File: src/memoryPkg.sv
package memoryPkg;

	// Data words and byte addresses share one width
	typedef logic [31:0] word_t;

	// Byte lane inside a word, little-endian
	typedef logic [1:0] byteIndex_t;

	// Access width for reads and writes
	typedef enum logic [2:0] {
		modeNone = 3'd0,
		modeByte = 3'd1,
		modeHalf = 3'd2,
		modeWord = 3'd3
	} accessMode_t;

	// Seven-segment display register
	parameter word_t displayAddr = 32'd255;

	// Start address handed to the processor after reset
	parameter word_t resetAddrAddr = 32'd259;

	// Data RAM occupies everything from here upward
	parameter word_t ramBaseAddr = 32'd1024;

	// Power-on value of the reset-address register
	parameter word_t resetAddrDefault = 32'h3FC;

endpackage
File: src/memoryBus.sv
`timescale 1ns/1ps

interface memoryBus;
	import memoryPkg::*;

	// Request, already steered by the decoder
	word_t address;
	word_t data;
	accessMode_t readMode;
	accessMode_t writeMode;
	logic unsignedLoad;

	// Response, valid the cycle after the request
	word_t readValue;

	modport initiator (
		output address,
		output data,
		output readMode,
		output writeMode,
		output unsignedLoad,
		input readValue
	);

	modport target (
		input address,
		input data,
		input readMode,
		input writeMode,
		input unsignedLoad,
		output readValue
	);

endinterface

File: src/ioRegisters.sv
`timescale 1ns/1ps

module ioRegisters (
	input logic clk,
	input logic rst,
	memoryBus.target bus,
	output memoryPkg::word_t sevenSegmentDisplay,
	output memoryPkg::word_t resetAddress
);
	import memoryPkg::*;

	logic writing;

	// Read request held from the request edge
	word_t readAddrReg;
	accessMode_t readModeReg;

	// Any width stores the whole word
	always_comb begin
		writing = (bus.writeMode != modeNone);
	end

	always_ff @(posedge clk or negedge rst) begin
		if (!rst) begin
			sevenSegmentDisplay <= '0;
			resetAddress <= resetAddrDefault;
			readModeReg <= modeNone;
		end else begin
			if (writing && bus.address == displayAddr) begin
				sevenSegmentDisplay <= bus.data;
			end
			if (writing && bus.address == resetAddrAddr) begin
				resetAddress <= bus.data;
			end
			readModeReg <= bus.readMode;
		end
	end

	always_ff @(posedge clk) begin
		readAddrReg <= bus.address;
	end

	always_comb begin
		bus.readValue = '0;
		if (readModeReg != modeNone) begin
			if (readAddrReg == displayAddr) begin
				bus.readValue = sevenSegmentDisplay;
			end else if (readAddrReg == resetAddrAddr) begin
				bus.readValue = resetAddress;
			end
		end
	end

endmodule

File: src/flat_wrapper.sv
// flat-port wrapper written by rule: the top's interface ports become plain ports
module ioRegisters_flat import memoryPkg::*;
  (clk, rst, sevenSegmentDisplay, resetAddress, bus_address, bus_data, bus_readMode, bus_writeMode, bus_unsignedLoad, bus_readValue);
  memoryBus bus_i ();
  input logic clk;
  input logic rst;
  output memoryPkg::word_t sevenSegmentDisplay;
  output memoryPkg::word_t resetAddress;
  input wire logic [$bits(bus_i.address)-1:0] bus_address;
  input wire logic [$bits(bus_i.data)-1:0] bus_data;
  input wire logic [$bits(bus_i.readMode)-1:0] bus_readMode;
  input wire logic [$bits(bus_i.writeMode)-1:0] bus_writeMode;
  input wire logic [$bits(bus_i.unsignedLoad)-1:0] bus_unsignedLoad;
  output wire logic [$bits(bus_i.readValue)-1:0] bus_readValue;
  assign bus_i.address = bus_address;
  assign bus_i.data = bus_data;
  assign bus_i.readMode = bus_readMode;
  assign bus_i.writeMode = bus_writeMode;
  assign bus_i.unsignedLoad = bus_unsignedLoad;
  assign bus_readValue = bus_i.readValue;
  ioRegisters u_core (.clk(clk), .rst(rst), .bus(bus_i), .sevenSegmentDisplay(sevenSegmentDisplay), .resetAddress(resetAddress));
endmodule
File: config.mk
export PLATFORM = sky130hd
export DESIGN_NAME = ioRegisters_flat
export DESIGN_NICKNAME = d
export VERILOG_FILES = /design/src/memoryPkg.sv /design/src/memoryBus.sv /design/src/ioRegisters.sv /design/src/flat_wrapper.sv
export SDC_FILE = /design/constraint.sdc
export NUM_CORES = 1
export LEC_CHECK = 0
export BUFFER_PORTS_ARGS = -buffer_cell sky130_fd_sc_hd__buf_2
export CAP_MARGIN = 20
export CORE_MARGIN = 2
export CORE_UTILIZATION = 50
export CTS_CLUSTER_SIZE = 12
export DETAILED_ROUTE_END_ITERATION = 10
export PLACE_DENSITY = 0.84
export RECOVER_POWER = 50
export SLEW_MARGIN = 40
export SYNTH_ARGS = -nofsm -noshare
export SYNTH_HDL_FRONTEND = slang
export SYNTH_SLANG_ARGS = --single-unit
File: constraint.sdc
create_clock -name clk -period 2.9 [get_ports clk]
set_input_delay 0.29 -clock clk [delete_from_list [all_inputs] [get_ports clk]]
set_output_delay 0.29 -clock clk [all_outputs]
set_load 0.02 [all_outputs]
==> flow_summary_export.csv <==
group,metric,value,unit
floorplanning,die_y,90.8,um
clock_network,clk_path_buf_depth,2,
power,total_leakage_power,2.40,nW
detailed_routing,highest_layer,"met4",
detailed_routing,wl_per_cell,15.3,um
clock_network,path_clk_slew,110,ps
setup_path,crit_cells,6,
timing,worst-slew-pin-transition,1830,ps
setup_path,reg2reg_depth,1,
layout,stdcell_area,0.00488,mm^2
layout,diodes,0,
timing,min_period,2480,ps
setup_path,cp-end-kind,"primary output",
layout,final_cells,553,
detailed_routing,drc,0,
floorplanning,io_pins,169,
layout,area_growth,29.4,%
detailed_routing,ant_nets,0,
detailed_routing,wl_met1,3.44,mm
outcome,outcome,"finished with violations",
logic_synthesis,ys.warnings.count,0,
timing,rsz0062_at_grt,"false",
setup_path,path_cells,"or4b_2 > nor4_4 > buf_4 > a22oi_1 > nor2_1 > buf_2",
setup_path,critical-path-top-delay-family,"simple AND/OR/NAND/NOR gates",
place,dpl_cell_area,0.00472,mm^2
detailed_routing,dr.pass1.iters,4,
setup_path,critPathMaxStageDelay,700,ps
logic_synthesis,yosysSeqAreaShare,61.7,%
grt,overflow,0,
grt,track_usage,21.1,%
min_path,hold-path-cell-count,1,
detailed_routing,met2_length,4.39,mm
setup_path,startpoint_type,"flip-flop",
clock_network,htreeDepth,3,
place,post-place-cells,536,
detailed_routing,initialDrtViolationCount,60,
floorplanning,die_w,90.8,um
setup_path,cp_slowest_cell,"or4b_2",
power,power.density,483,mW/mm^2
place,portBuffers,167,
layout,fin_util,66.9,%
detailed_routing,dr_total_vias,2856,
timing,finClkSkew,0,ps
grt,grt_start_max_net_pins,36,
timing,min_period_over_period,85.5,%
timing,clock.fmax,403,MHz
outcome,violations,"max-capacitance violations, max-slew violations",
clock_network,cts_sinks,99,
floorplanning,die_area,0.00825,mm^2
setup_path,path_buf_inv,2,
flow_run,maxCapViolations,1,
grt,grt_pass1_vias,2934,
logic_synthesis,syn_avg_cell_area,13.8,um^2
layout,final_nets,522,
detailed_routing,finalWirelength,8.44,mm
place,place_congestion,0.737,
floorplanning,start_util,51.7,%
clock_network,root_buffer,"clkbuf_8",
clock_network,cts_made_buffers,9,
floorplanning,core_area,0.00729,mm^2
timing,hold_viol,0,
grt,antenna_found_initial,0,
timing,slew_viol_final,33,
timing,holdWs,30.7,ps
setup_path,path_max_fanout,17,
timing,tns,0,ps
clock_network,clkLatencyLatePin,350,ps
detailed_routing,viasPerCell,5.16,
clock_network,cts_setup_buffers,0,
logic_synthesis,syn_area,0.00377,mm^2
power,vdd_ir_drop_max,0.363,mV
grt,grt_pass1_wl,14.1,mm
clock_network,cts_tree,"yes",
setup_path,crit_required,2610,ps
setup_path,critical_path_class,"reg -> out",
floorplanning,row_count,31,
setup_path,arrival,2190,ps
logic_synthesis,syn-instance-count,274,
logic_synthesis,ys_seq_elements,99,
timing,slew_headroom,-21.8,%
place,hpwl,6.33,mm
logic_synthesis,synth_nets,347,
timing,setup_violations,0,
detailed_routing,wl_met3,500,um
logic_synthesis,synth_cell_types,23,
layout,drive_above_1_share,48.2,%
min_path,hold_class,"in -> reg",
metal layers:
layer / global-route usage [%] / vias up
li1: - / 1358
met5: 0 / -
met3: 4.26 / 13
met2: 38.7 / 110
met1: 25.2 / 1375
met4: 5.81 / 0
power breakdown:
group	internal, W	leakage [nW]	switching (W)
Clock	0.000343	0.0991	0.000516
Combinational	0.0000412	1.13	0.0000475
Sequential	0.00140	1.17	0.00000887
cells by family after synthesis:
family | synth area share, %
buffers and inverters | 2.79
and+or+nand+nor | 9.99
DFF | 61.7
AOI/OAI and AO/OA | 6.37
muxes | 19.1
final timing paths:
path | from | endpoint | slack [ps]
worst max-delay path | u_core.readAddrReg[5]$_DFF_P_ | bus_readValue[14] | 420
worst min-delay path | bus_readMode[1] | u_core.readModeReg[1]$_DFF_PN0_ | 30
worst max register to register | u_core.sevenSegmentDisplay[21]$_DFFE_PN0P_ | u_core.sevenSegmentDisplay[21]$_DFFE_PN0P_ | 2090
worst min register to register | u_core.sevenSegmentDisplay[11]$_DFFE_PN0P_ | u_core.sevenSegmentDisplay[11]$_DFFE_PN0P_ | 540
max in group asynchronous | rst | u_core.sevenSegmentDisplay[29]$_DFFE_PN0P_ | 880
min in group asynchronous | rst | u_core.resetAddress[0]$_DFFE_PN0P_ | 960
synthesized netlist by cell type:
cell | number | share of area, %
mux2_2 | 60 | 18
dfrtp_1 | 59 | 39
nor2_1 | 35 | 3.5
a22oi_1 | 32 | 6.4
dfxtp_1 | 32 | 17
dfstp_2 | 8 | 5.6
nor4_1 | 8 | 1.3
buf_6 | 6 | 1.8
clkbuf_1 | 6 | 0.60
mux2_1 | 4 | 1.2
buf_2 | 3 | 0.40
nand4_1 | 3 | 0.50
nor3_1 | 3 | 0.40
nor4_4 | 3 | 1.7
nor4b_1 | 3 | 0.70
nand2_1 | 2 | 0.20
and4_1 | 1 | 0.23
and4b_1 | 1 | 0.27
nand3_1 | 1 | 0.13
nand4b_1 | 1 | 0.23
nor4bb_1 | 1 | 0.27
or4_4 | 1 | 0.30
or4b_2 | 1 | 0.27
registers in the layout, indices dropped and copies added, names as in the netlist:
name                        count
u_core.sevenSegmentDisplay     32
u_core.readModeReg              3
u_core.resetAddress            32
u_core.readAddrReg             32
through the flow:
step	worst slack (ps)	power, W
floorplan	819	0.00145
global placement	780	0.00152
detailed placement	727	0.00153
CTS	385	0.00239
global route	287	0.00246
finish	419	0.00236
timing repair:
| action | CTS | global route |
|---|---|---|
| resized for setup | 0 | 0 |
| endpoints found under the hold margin | 0 | 24 |
| hold buffers | 0 | 1 |
cell usage in the layout (no fill, tap or decap), types with 2 or more instances in the layout:
master    instances
buf_4            10
nor4b_1           3
dfstp_2           8
nor4_4            3
clkbuf_1         48
mux2_1            4
nor4_1            8
nor3_1            3
nand4_1           3
dfxtp_1          32
mux2_2           60
nor2_1           34
dfrtp_1          59
nand2_1           2
clkinv_8          3
inv_6             3
clkbuf_8          9
buf_2           118
a22oi_1          32
area by class of cell:
class | count | area (um^2)
tap | 99 | 124
timing repair buffer | 179 | 880
sequential | 99 | 2330
clock inverter | 7 | 82.6
multi-input combinational | 160 | 1340
fill | 600 | 2410
clock buffer | 9 | 124
(Power assumes the default switching activity.)
