[config.mk]
export PLATFORM = sky130hd
export DESIGN_NAME = addressDecoder_flat
export DESIGN_NICKNAME = d
export VERILOG_FILES = /design/src/memoryPkg.sv /design/src/memoryBus.sv /design/src/addressDecoder.sv /design/src/flat_wrapper.sv
export SDC_FILE = /design/constraint.sdc
export NUM_CORES = 1
export LEC_CHECK = 0
export BUFFER_PORTS_ARGS = -buffer_cell sky130_fd_sc_hd__buf_2
export CORE_AREA = 2 2 119 121
export DETAILED_ROUTE_END_ITERATION = 8
export DIE_AREA = 0 0 121 123
export GPL_ROUTABILITY_DRIVEN = 0
export MAX_ROUTING_LAYER = met4
export PLACE_DENSITY = 0.5
export SKIP_CTS_REPAIR_TIMING = 1
export SLEW_MARGIN = 30
export SYNTH_ARGS = -nofsm -noshare
export SYNTH_HDL_FRONTEND = slang
export SYNTH_SLANG_ARGS = --single-unit
[constraint.sdc]
create_clock -name clk -period 2 [get_ports clk]
set_input_delay 0.1 -clock clk [delete_from_list [all_inputs] [get_ports clk]]
set_output_delay 0.1 -clock clk [all_outputs]
set_load 0.05 [all_outputs]
[src/memoryPkg.sv]
package memoryPkg;

	// Data words and byte addresses share one width
	typedef logic [31:0] word_t;

	// Byte lane inside a word, little-endian
	typedef logic [1:0] byteIndex_t;

	// Access width for reads and writes
	typedef enum logic [2:0] {
		modeNone = 3'd0,
		modeByte = 3'd1,
		modeHalf = 3'd2,
		modeWord = 3'd3
	} accessMode_t;

	// Seven-segment display register
	parameter word_t displayAddr = 32'd255;

	// Start address handed to the processor after reset
	parameter word_t resetAddrAddr = 32'd259;

	// Data RAM occupies everything from here upward
	parameter word_t ramBaseAddr = 32'd1024;

	// Power-on value of the reset-address register
	parameter word_t resetAddrDefault = 32'h3FC;

endpackage
[src/memoryBus.sv]
`timescale 1ns/1ps

interface memoryBus;
	import memoryPkg::*;

	// Request, already steered by the decoder
	word_t address;
	word_t data;
	accessMode_t readMode;
	accessMode_t writeMode;
	logic unsignedLoad;

	// Response, valid the cycle after the request
	word_t readValue;

	modport initiator (
		output address,
		output data,
		output readMode,
		output writeMode,
		output unsignedLoad,
		input readValue
	);

	modport target (
		input address,
		input data,
		input readMode,
		input writeMode,
		input unsignedLoad,
		output readValue
	);

endinterface

[src/addressDecoder.sv]
`timescale 1ns/1ps

module addressDecoder #(
	parameter int ramWords = 256
) (
	input logic clk,
	input logic rst,
	input logic externalSelect,
	input memoryPkg::word_t address,
	input memoryPkg::word_t writeData,
	input memoryPkg::accessMode_t readMode,
	input memoryPkg::accessMode_t writeMode,
	input logic unsignedLoad,
	output memoryPkg::word_t readData,
	memoryBus.initiator ramBus,
	memoryBus.initiator ioBus
);
	import memoryPkg::*;

	// Bytes covered by the RAM before addresses wrap around
	localparam word_t ramSpan = word_t'(ramWords * 4);

	logic ramHit;
	logic ioHit;
	word_t ramOffset;

	// Target chosen in the previous cycle
	logic ramSelected;
	logic ioSelected;
	logic selectReg;

	always_comb begin
		ramHit = (address >= ramBaseAddr);
		ioHit = (address == displayAddr) || (address == resetAddrAddr);
		// RAM sees its own offset, folded into its size
		ramOffset = (address - ramBaseAddr) & (ramSpan - 32'd1);
	end

	// RAM request
	always_comb begin
		ramBus.address = '0;
		ramBus.data = '0;
		ramBus.readMode = modeNone;
		ramBus.writeMode = modeNone;
		ramBus.unsignedLoad = 1'b0;
		if (externalSelect && ramHit) begin
			ramBus.address = ramOffset;
			ramBus.data = writeData;
			ramBus.readMode = readMode;
			ramBus.writeMode = writeMode;
			ramBus.unsignedLoad = unsignedLoad;
		end
	end

	// IO request, the registers match on the full address
	always_comb begin
		ioBus.address = '0;
		ioBus.data = '0;
		ioBus.readMode = modeNone;
		ioBus.writeMode = modeNone;
		ioBus.unsignedLoad = 1'b0;
		if (externalSelect && ioHit) begin
			ioBus.address = address;
			ioBus.data = writeData;
			ioBus.readMode = readMode;
			ioBus.writeMode = writeMode;
			ioBus.unsignedLoad = unsignedLoad;
		end
	end

	always_ff @(posedge clk or negedge rst) begin
		if (!rst) begin
			ramSelected <= 1'b0;
			ioSelected <= 1'b0;
			selectReg <= 1'b0;
		end else begin
			ramSelected <= ramHit;
			ioSelected <= ioHit;
			selectReg <= externalSelect;
		end
	end

	// Response mux, unmapped targets read as zero
	always_comb begin
		readData = '0;
		if (selectReg) begin
			if (ramSelected) begin
				readData = ramBus.readValue;
			end else if (ioSelected) begin
				readData = ioBus.readValue;
			end
		end
	end

endmodule

[src/flat_wrapper.sv]
// flat-port wrapper written by rule: the top's interface ports become plain ports
module addressDecoder_flat import memoryPkg::*;
#(
	parameter int ramWords = 256
)
  (clk, rst, externalSelect, address, writeData, readMode, writeMode, unsignedLoad, readData, ramBus_address, ramBus_data, ramBus_readMode, ramBus_writeMode, ramBus_unsignedLoad, ramBus_readValue, ioBus_address, ioBus_data, ioBus_readMode, ioBus_writeMode, ioBus_unsignedLoad, ioBus_readValue);
  memoryBus ramBus_i ();
  memoryBus ioBus_i ();
  input logic clk;
  input logic rst;
  input logic externalSelect;
  input memoryPkg::word_t address;
  input memoryPkg::word_t writeData;
  input memoryPkg::accessMode_t readMode;
  input memoryPkg::accessMode_t writeMode;
  input logic unsignedLoad;
  output memoryPkg::word_t readData;
  output wire logic [$bits(ramBus_i.address)-1:0] ramBus_address;
  output wire logic [$bits(ramBus_i.data)-1:0] ramBus_data;
  output wire logic [$bits(ramBus_i.readMode)-1:0] ramBus_readMode;
  output wire logic [$bits(ramBus_i.writeMode)-1:0] ramBus_writeMode;
  output wire logic [$bits(ramBus_i.unsignedLoad)-1:0] ramBus_unsignedLoad;
  input wire logic [$bits(ramBus_i.readValue)-1:0] ramBus_readValue;
  output wire logic [$bits(ioBus_i.address)-1:0] ioBus_address;
  output wire logic [$bits(ioBus_i.data)-1:0] ioBus_data;
  output wire logic [$bits(ioBus_i.readMode)-1:0] ioBus_readMode;
  output wire logic [$bits(ioBus_i.writeMode)-1:0] ioBus_writeMode;
  output wire logic [$bits(ioBus_i.unsignedLoad)-1:0] ioBus_unsignedLoad;
  input wire logic [$bits(ioBus_i.readValue)-1:0] ioBus_readValue;
  assign ramBus_address = ramBus_i.address;
  assign ramBus_data = ramBus_i.data;
  assign ramBus_readMode = ramBus_i.readMode;
  assign ramBus_writeMode = ramBus_i.writeMode;
  assign ramBus_unsignedLoad = ramBus_i.unsignedLoad;
  assign ramBus_i.readValue = ramBus_readValue;
  assign ioBus_address = ioBus_i.address;
  assign ioBus_data = ioBus_i.data;
  assign ioBus_readMode = ioBus_i.readMode;
  assign ioBus_writeMode = ioBus_i.writeMode;
  assign ioBus_unsignedLoad = ioBus_i.unsignedLoad;
  assign ioBus_i.readValue = ioBus_readValue;
  addressDecoder #(.ramWords(ramWords)) u_core (.clk(clk), .rst(rst), .externalSelect(externalSelect), .address(address), .writeData(writeData), .readMode(readMode), .writeMode(writeMode), .unsignedLoad(unsignedLoad), .readData(readData), .ramBus(ramBus_i), .ioBus(ioBus_i));
endmodule
==> results of run 1 <==
registers in the layout, indices dropped and copies added, names as in the netlist:
name,flops
u_core.selectReg,1
u_core.ioSelected,1
u_core.ramSelected,1
layout make-up:
cell class | count | area share
antenna | 2 | 0.000996
clock buffer | 4 | 0.0157
inverter | 1 | 0.000747
multi-input combinational | 318 | 0.517
sequential | 3 | 0.0149
tap | 180 | 0.0448
timing repair buffer | 290 | 0.406
worst paths after layout:
path                       depth (start not counted)                 end         from
setup / recovery                                   7    ioBus_address[0]  address[11]
hold / removal                                     2   u_core.ioSelected   address[9]
max in group asynchronous                          2   u_core.ioSelected          rst
min in group asynchronous                          2  u_core.ramSelected          rst
cells by family (layout without fill, tap and decap cells):
| logic type | after synthesis | count (layout) | share of synthesized area |
|---|---|---|---|
| AND/OR/NAND/NOR | 143 | 143 | 0.282 |
| AO/OA/AOI/OAI | 130 | 130 | 0.451 |
| buffers and inverters | 97 | 295 | 0.234 |
| flip-flops | 3 | 3 | 0.0317 |
| other | 1 | 47 | 0.00158 |
cell usage after synthesis:
cell        n
buf_1       8
a21oi_1    49
nor3_1      1
nand4_1     2
and4b_1     1
buf_4      46
a2111oi_2  19
buf_2       2
buf_6       2
nor4_1      3
a2111oi_4   1
dfrtp_1     3
a2111oi_1  13
and4_1      1
and2_1      1
a2111oi_0  16
nand2_1    95
conb_1      1
or4_1       2
a22oi_1    31
clkbuf_1   38
o21ai_0     1
inv_1       1
or3_4       1
nor4b_1     1
nor2b_1    33
nor2_1      2
metal layers:
layer | wire [um] | track usage
met1 | 5030 | 0.189
met2 | 7060 | 0.299
met3 | 1020 | 0.0258
met4 | 70 | 0.0276
met5 | 0 | -
power by group:
part	leakage [nW]	total (mW)	switching [mW]	internal (mW)
logic	2.03	0.983	0.726	0.256
registers	0.0344	0.0624	0.000213	0.0622
clock network	0.0382	0.318	0.0548	0.263
total	2.10	1.36	0.781	0.581
per-stage QoR:
stage,utilization,cell area [um2]
4_1_cts,0.347,4730
3_3_place_gp,0.342,4650
5_1_grt,0.369,5020
3_5_place_dp,0.342,4650
2_1_floorplan,-,3200
6_report,0.369,5020
==> summary.md, run 1 <==
| Metric | Value |
|---|---|
| Fin Hold WS | `161 ps` |
| Global-route wire length before repair | `18500 um` |
| Final ANT Viol Nets | `0` |
| PortBufs | `266` |
| Synth Register Bits | `3` |
| CP most frequent cell | `buf_12` |
| Layout Area Growth over Synthesis | `112%` |
| Worst Max-Slew Pin Slew | `568 ps` |
| Initial Util | `0.174` |
| Total CTS buffers | `3` |
| Pre-CTS setup slack | `-130 ps` |
| CTS sink count | `3` |
| H-tree levels | `1` |
| Max-cap violations | `0` |
| Minimum clock period after layout | `2070 ps` |
| Non-Filler Instances | `798` |
| Core area | `13600 um2` |
| Layout cells sized above 1 | `0.565` |
| Top cells by area, synth | `nand2_1, buf_4, a2111oi_2` |
| Failing checks | `negative setup slack` |
| Area leader, netlist | `nand2_1` |
| Die ar. | `14900 um2` |
| GRT Overall Usage | `0.163` |
| Period utilization | `1.03` |
| Slowest stage delay, CP | `540 ps` |
| Initial antenna violation count | `2` |
| FF+latch area | `75.1 um2` |
| Setup CP Type | `input port to output pin` |
| Slowest CP cell | `or4_4` |
| WL final | `13200 um` |
| Critical-path cell list | `buf_2 -> or4_4 -> or3_4 -> buf_12 -> a2111oi_4 -> buf_4 -> buf_12` |
| CP required | `1900 ps` |
| Final Max Slew Viols | `0` |
| Post-Syn Instances | `374` |
| CTS tree | `done` |
| GR Overflow Total | `0` |
| Row Count | `43` |
| Worst-path fanout max | `25` |
| Power Density | `271 nW/um2` |
| DP Cell Count | `791` |
| Clock buffer depth | `2` |
| DP HPWL | `10400 um` |
| Hold Vio Cnt, Final | `0` |
| Hold Path Class | `input port to flip-flop` |
| Area of the multi-input gates | `2600 um2` |
| Largest net degree at the start of global routing | `51` |
| Top Ports | `312` |
| Syn avg cell area | `6.33 um2` |
| CTS Root Cell | `clkbuf_16` |
| Unrepaired setup endpoints after global routing | `yes` |
| Status | `finished, violations left` |
| Synth cell types | `27` |
| VDD IR max | `0.173 mV` |
| Yosys Warn Count | `0` |
| Pre-antenna DRT Iters | `7` |
| Top delay family on crit path | `simple AND/OR/NAND/NOR gates` |
| WL/cell | `16.5 um` |
| Area share of the largest cell type after synthesis | `0.151` |
| Fin nets | `755` |
| Vias in the first global route | `3510` |
| Worst path arrival time | `1970 ps` |
| Slew HR | `0.621` |
| Commonest non-fill, non-tap cell in the layout | `buf_2` |
| Synth Cell Area | `2370 um2` |
| Chip height | `123 um` |
| Clk pin slew, worst setup/hold paths | `30 ps` |
| TNS Setup | `-700 ps` |
| Crit path buffers/inverters | `4` |
| Commonest cells after routing, fill and taps aside | `buf_2, nand2_1, a21oi_1` |
| Fillers | `1403` |
| Starting DRT DRC Count | `164` |
| DRC errors left | `0` |
| Share of the yosys chip area belonging to registers | `0.0317` |
| Detailed-route vias per instance | `4.65` |
| Final setup margin | `-68.7 ps` |
| Overall Power | `1.36 mW` |
| Max Fclk | `483 MHz` |
| Setup violators final | `30` |
| Crit end category | `output pin` |
| CP Launch Type | `input port` |
| Leak | `2.10 nW` |
| Die width | `121 um` |
| Vias | `3713` |
No activity file was read; power rests on OpenSTA's default activity.
==> inputs of run 2 (changes only) <==
- CAP_MARGIN: unset -> 30
- SETUP_SLACK_MARGIN: unset -> 0.4
==> summary.md, run 2 (synthesis gave the netlist of run 1 again) <==
| Metric | Value |
|---|---|
| Row Count | `43 (unchanged)` |
| Worst path arrival time | `1930 ps (-40 ps)` |
| Critical-path cell list | `buf_6 -> or4_4 -> or3_4 -> buf_12 -> a2111oi_4 -> buf_6` |
| Setup CP Type | `input port to output pin` |
| DP HPWL | `9980 um (-4.4%)` |
| Global routing usage on met1 | `0.186 (-0.00384)` |
| Max Fclk | `493 MHz (+2.1%)` |
| Cell Area, Placed | `5280 um2 (+13%)` |
| Minimum clock period after layout | `2030 ps (-42.1 ps)` |
| Final ANT Viol Nets | `0 (unchanged)` |
| Pre-antenna DRT Iters | `4 (-3)` |
| Layout Area Growth over Synthesis | `175%` |
| DRC errors left | `0 (unchanged)` |
| Layout cells sized above 1 | `0.726 (+0.161)` |
| Slew HR | `0.626 (+0.00522)` |
| TNS Setup | `-184 ps (+517 ps)` |
| Final Max Slew Viols | `0 (unchanged)` |
| Fin area | `6510 um2 (+29%)` |
| Vias | `3812 (+2.7%)` |
| Total CTS buffers | `3 (unchanged)` |
| GRT met3 Usage | `0.0240 (-0.00185)` |
| GR Overflow Total | `0 (unchanged)` |
| WL/cell | `17.2 um (+4.2%)` |
| H-tree levels | `1 (unchanged)` |
| Worst Max-Slew Pin Slew | `560 ps (-7.83 ps)` |
| CP most frequent cell | `buf_6` |
| Commonest cells after routing, fill and taps aside | `buf_2, buf_6, nand2_1` |
| Failing checks | `negative setup slack` |
| Hold Path Class | `input port to flip-flop` |
| Crit path buffers/inverters | `3 (-1)` |
| Die ar. | `14900 um2 (unchanged)` |
| Starting DRT DRC Count | `87 (-47%)` |
| Slowest CP cell | `or4_4` |
| Detailed-route vias per instance | `4.68 (+0.52%)` |
| Core area | `13600 um2 (unchanged)` |
| Chip height | `123 um (unchanged)` |
| Global-route wire length before repair | `18200 um (-1.9%)` |
| Status | `finished, violations left` |
| Period utilization | `1.01 (-0.0211)` |
| Worst-path fanout max | `21 (-16%)` |
| VDD IR max | `0.177 mV (+2.0%)` |
| Fin Hold WS | `151 ps (-9.24 ps)` |
| PortBufs | `266 (unchanged)` |
| Clk pin slew, worst setup/hold paths | `30 ps (about the same)` |
| CP required | `1900 ps (about the same)` |
| Die width | `121 um (unchanged)` |
| Unrepaired setup endpoints after global routing | `yes` |
| Initial Util | `0.174 (unchanged)` |
| Antenna diode count | `0 (-2)` |
| WL final | `14000 um (+6.4%)` |
| Initial antenna violation count | `0 (-2)` |
| Global routing's busiest layer | `met2` |
| Hold Vio Cnt, Final | `0 (unchanged)` |
| Setup violators final | `13 (-57%)` |
| Overall Power | `1.58 mW (+16%)` |
| GRT Overall Usage | `0.156 (-0.00709)` |
| M2 GR Usage | `0.288 (-0.0112)` |
| Clock buffer depth | `2 (unchanged)` |
| Largest net degree at the start of global routing | `51 (unchanged)` |
| Power Density | `243 nW/um2 (-11%)` |
| Biggest registers after layout | `u_core.ioSelected x1, u_core.ramSelected x1, u_core.selectReg x1` |
| Fin nets | `774 (+2.5%)` |
| Max-cap violations | `0 (unchanged)` |
| Commonest non-fill, non-tap cell in the layout | `buf_2` |
| Final setup margin | `-26.6 ps (+42.1 ps)` |
| CTS tree | `done` |
| Leak | `2.52 nW (+20%)` |
| Top delay family on crit path | `simple AND/OR/NAND/NOR gates` |
| CP Launch Type | `input port` |
| Crit end category | `output pin` |
| CTS Root Cell | `clkbuf_16` |
| Top Ports | `312 (unchanged)` |
| Slowest stage delay, CP | `530 ps (about the same)` |
| CTS sink count | `3 (unchanged)` |
| Vias in the first global route | `3424 (-2.5%)` |
==> run 2: changes by cell type in the layout (fill, tap and decap cells not counted), moves of 30 or more <==
cell	change
a21oi_1	-49
a21oi_2	+41
buf_2	-76
buf_6	+83
nor2b_1	-30
nor2b_4	+31
==> run 2: area by class of cell <==
| cell class | count | area, um2 |
|---|---|---|
| inverters | 1 | 3.75 |
| clock buffers | 4 | 78.8 |
| well taps | 180 | 225 |
| fillers | 1253 | 7110 |
| repair buffers | 309 | 2880 |
| multi-input cells | 318 | 3240 |
| flip-flops and latches | 3 | 76.3 |
==> run 2: path summary, 6_finish.rpt <==
| kind | start | depth (start not counted) | slack (ps) | end |
|---|---|---|---|---|
| worst min-delay path | address[9] | 2 | 150 | u_core.ioSelected |
| min in group asynchronous | rst | 2 | 230 | u_core.selectReg |
| worst max-delay path | address[11] | 6 | -30 | ioBus_data[27] |
| max in group asynchronous | rst | 2 | 1650 | u_core.ramSelected |
==> run 2: routing by layer <==
metal | wire [um] | part of all wire
met2 | 7690 | 0.55
met3 | 980 | 0.070
met5 | 0 | 0
met1 | 5330 | 0.38
met4 | 28 | 0.0020
==> run 2: through the flow <==
stage / setup WS (ps) / std cells / util
6_report: -26.6 / 815 / 0.478
3_5_place_dp: -133 / 795 / 0.388
3_3_place_gp: -114 / 795 / 0.388
5_1_grt: -63.9 / 815 / 0.478
2_1_floorplan: -133 / 418 / -
4_1_cts: -135 / 799 / 0.394
==> run 2: power by group <==
part | leakage, nW | internal, mW | switching (mW)
clock | 0.0382 | 0.263 | 0.0556
combinational | 2.45 | 0.412 | 0.785
sequential | 0.0341 | 0.0621 | 0.000229
==> inputs of run 3 (changes only) <==
- BUFFER_PORTS_ARGS: -buffer_cell sky130_fd_sc_hd__buf_2 -> unset
- DONT_BUFFER_PORTS: unset -> 1
- PLACE_DENSITY: 0.5 -> 0.3
==> summary.md, run 3 (synthesis gave the netlist of run 1 again) <==
| Metric | Value |
|---|---|
| Period utilization | `0.991 (-0.0221)` |
| Max Fclk | `504 MHz (+2.2%)` |
| DP Cell Count | `620 (-22%)` |
| Minimum clock period after layout | `1980 ps (-44.2 ps)` |
| CTS Root Cell | `clkbuf_16` |
| Setup violators final | `0 (-13)` |
| Antenna diode count | `0 (unchanged)` |
| H-tree levels | `1 (unchanged)` |
| VDD IR max | `0.155 mV (-12%)` |
| Critical-path cell list | `or4_4 -> or3_4 -> buf_12 -> a2111oi_4 -> buf_12` |
| Fillers | `1289 (+2.9%)` |
| Commonest cells after routing, fill and taps aside | `nand2_1, buf_12, a21oi_2` |
| CP required | `1900 ps (about the same)` |
| WL/cell | `19.2 um (+12%)` |
| Die ar. | `14900 um2 (unchanged)` |
| Biggest registers after layout | `u_core.ioSelected x1, u_core.ramSelected x1, u_core.selectReg x1` |
| Final ANT Viol Nets | `0 (unchanged)` |
| Final Max Slew Viols | `0 (unchanged)` |
| Area of the multi-input gates | `3260 um2 (+0.70%)` |
| GRT Overall Usage | `0.143 (-0.0124)` |
| Core area | `13600 um2 (unchanged)` |
| Slowest stage delay, CP | `520 ps (about the same)` |
| CP most frequent cell | `buf_12` |
| CP Launch Type | `input port` |
| Detailed-route vias per instance | `4.85 (+3.7%)` |
| Critical path endpoint | `ioBus_data[7]` |
| Non-Filler Instances | `637 (-22%)` |
| Row Count | `43 (unchanged)` |
| CTS sink count | `3 (unchanged)` |
| Vias | `3091 (-19%)` |
| Fin nets | `596 (-23%)` |
| Worst Max-Slew Pin Slew | `628 ps (+67.5 ps)` |
| Clk pin slew, worst setup/hold paths | `30 ps (about the same)` |
| Worst path arrival time | `1880 ps (-50 ps)` |
| Slew HR | `0.580 (-0.0460)` |
| GR Overflow Total | `0 (unchanged)` |
| Vias in the first global route | `2957 (-14%)` |
| Commonest non-fill, non-tap cell in the layout | `nand2_1` |
| Final setup margin | `17.6 ps (+44.2 ps)` |
| Largest net degree at the start of global routing | `52 (+2.0%)` |
| Pre-antenna DRT Iters | `4 (unchanged)` |
| Max-cap violations | `0 (unchanged)` |
| FF+latch area | `75.1 um2 (-1.6%)` |
| Initial Util | `0.174 (unchanged)` |
| DP HPWL | `8770 um (-12%)` |
| Status | `finished clean` |
| Setup CP Type | `input port to output pin` |
| Worst-path fanout max | `20 (-4.8%)` |
| CTS tree | `done` |
| Hold Vio Cnt, Final | `0 (unchanged)` |
| TNS Setup | `0 ps (+184 ps)` |
| Slowest CP cell | `or4_4` |
| Layout cells sized above 1 | `0.654 (-0.0717)` |
| WL final | `12200 um (-13%)` |
| Clock buffer depth | `2 (unchanged)` |
| Crit end category | `output pin` |
| Global-route wire length before repair | `16400 um (-9.5%)` |
| Die width | `121 um (unchanged)` |
| Starting DRT DRC Count | `97 (+11%)` |
| Layout Area Growth over Synthesis | `146%` |
| Top Ports | `312 (unchanged)` |
| Pre-CTS setup slack | `2.81 ps (+136 ps)` |
| Hold Path Class | `input port to asynchronous set/reset pin` |
| Power Density | `234 nW/um2 (-3.7%)` |
| CP Launch Point | `address[31]` |
| PortBufs | `0 (-100%)` |
| Total CTS buffers | `3 (unchanged)` |
| DRC errors left | `0 (unchanged)` |
| Chip height | `123 um (unchanged)` |
| Unrepaired setup endpoints after global routing | `yes` |
| Leak | `1.85 nW (-27%)` |
| Initial antenna violation count | `0 (unchanged)` |
| Fin util | `0.428 (-0.0502)` |
[run 3: cell count changes in the layout (fill, tap and decap cells not counted), sizes merged]
cell,previous run,this run
buf,301,114
clkbuf,11,18
dlygate4sd3,1,3
[run 3: worst max-delay path: cells and delay by family]
family	cells	cell delay, ps
AND/OR/NAND/NOR	2	990
buffers and inverters	2	410
AO/OA/AOI/OAI	1	370
[run 3: where the power goes]
group / internal (mW) / switching [mW] / total [mW] / leakage [nW]
clock: 0.263 / 0.0542 / 0.317 / 0.0382
sequential: 0.0622 / 0.000213 / 0.0624 / 0.0344
combinational: 0.303 / 0.678 / 0.981 / 1.78
[run 3: layout make-up]
| class | instances | share of cell area |
|---|---|---|
| multi-input combinational | 318 | 0.560 |
| clock buffer | 4 | 0.0135 |
| timing repair buffer | 131 | 0.374 |
| tap | 180 | 0.0387 |
| inverter | 1 | 0.000645 |
| sequential | 3 | 0.0129 |
[run 3: worst min path at each step]
stage,to,cells after the start
detailed placement,u_core.ioSelected,0
global route,u_core.selectReg,1
global placement,u_core.ioSelected,0
floorplan,u_core.ioSelected,0
CTS,u_core.selectReg,0
finish,u_core.selectReg,1
[run 3: layer usage]
| layer | global-route usage | vias to the layer above | wire [um] |
|---|---|---|---|
| met5 | - | - | 0 |
| met4 | 0.0124 | 0 | 78 |
| met3 | 0.0180 | 10 | 810 |
| met2 | 0.271 | 174 | 6870 |
| met1 | 0.168 | 1466 | 4480 |
| li1 | - | 1441 | - |
[run 3: metrics by stage]
step                instance area, um2  power (mW)  hold slack, ps
floorplan                         3750       0.876            -196
global placement                  5250        1.02            -195
detailed placement                5250        1.02            -195
CTS                               5330        1.35            -431
global route                      5820        1.42             151
finish                            5820        1.36             135
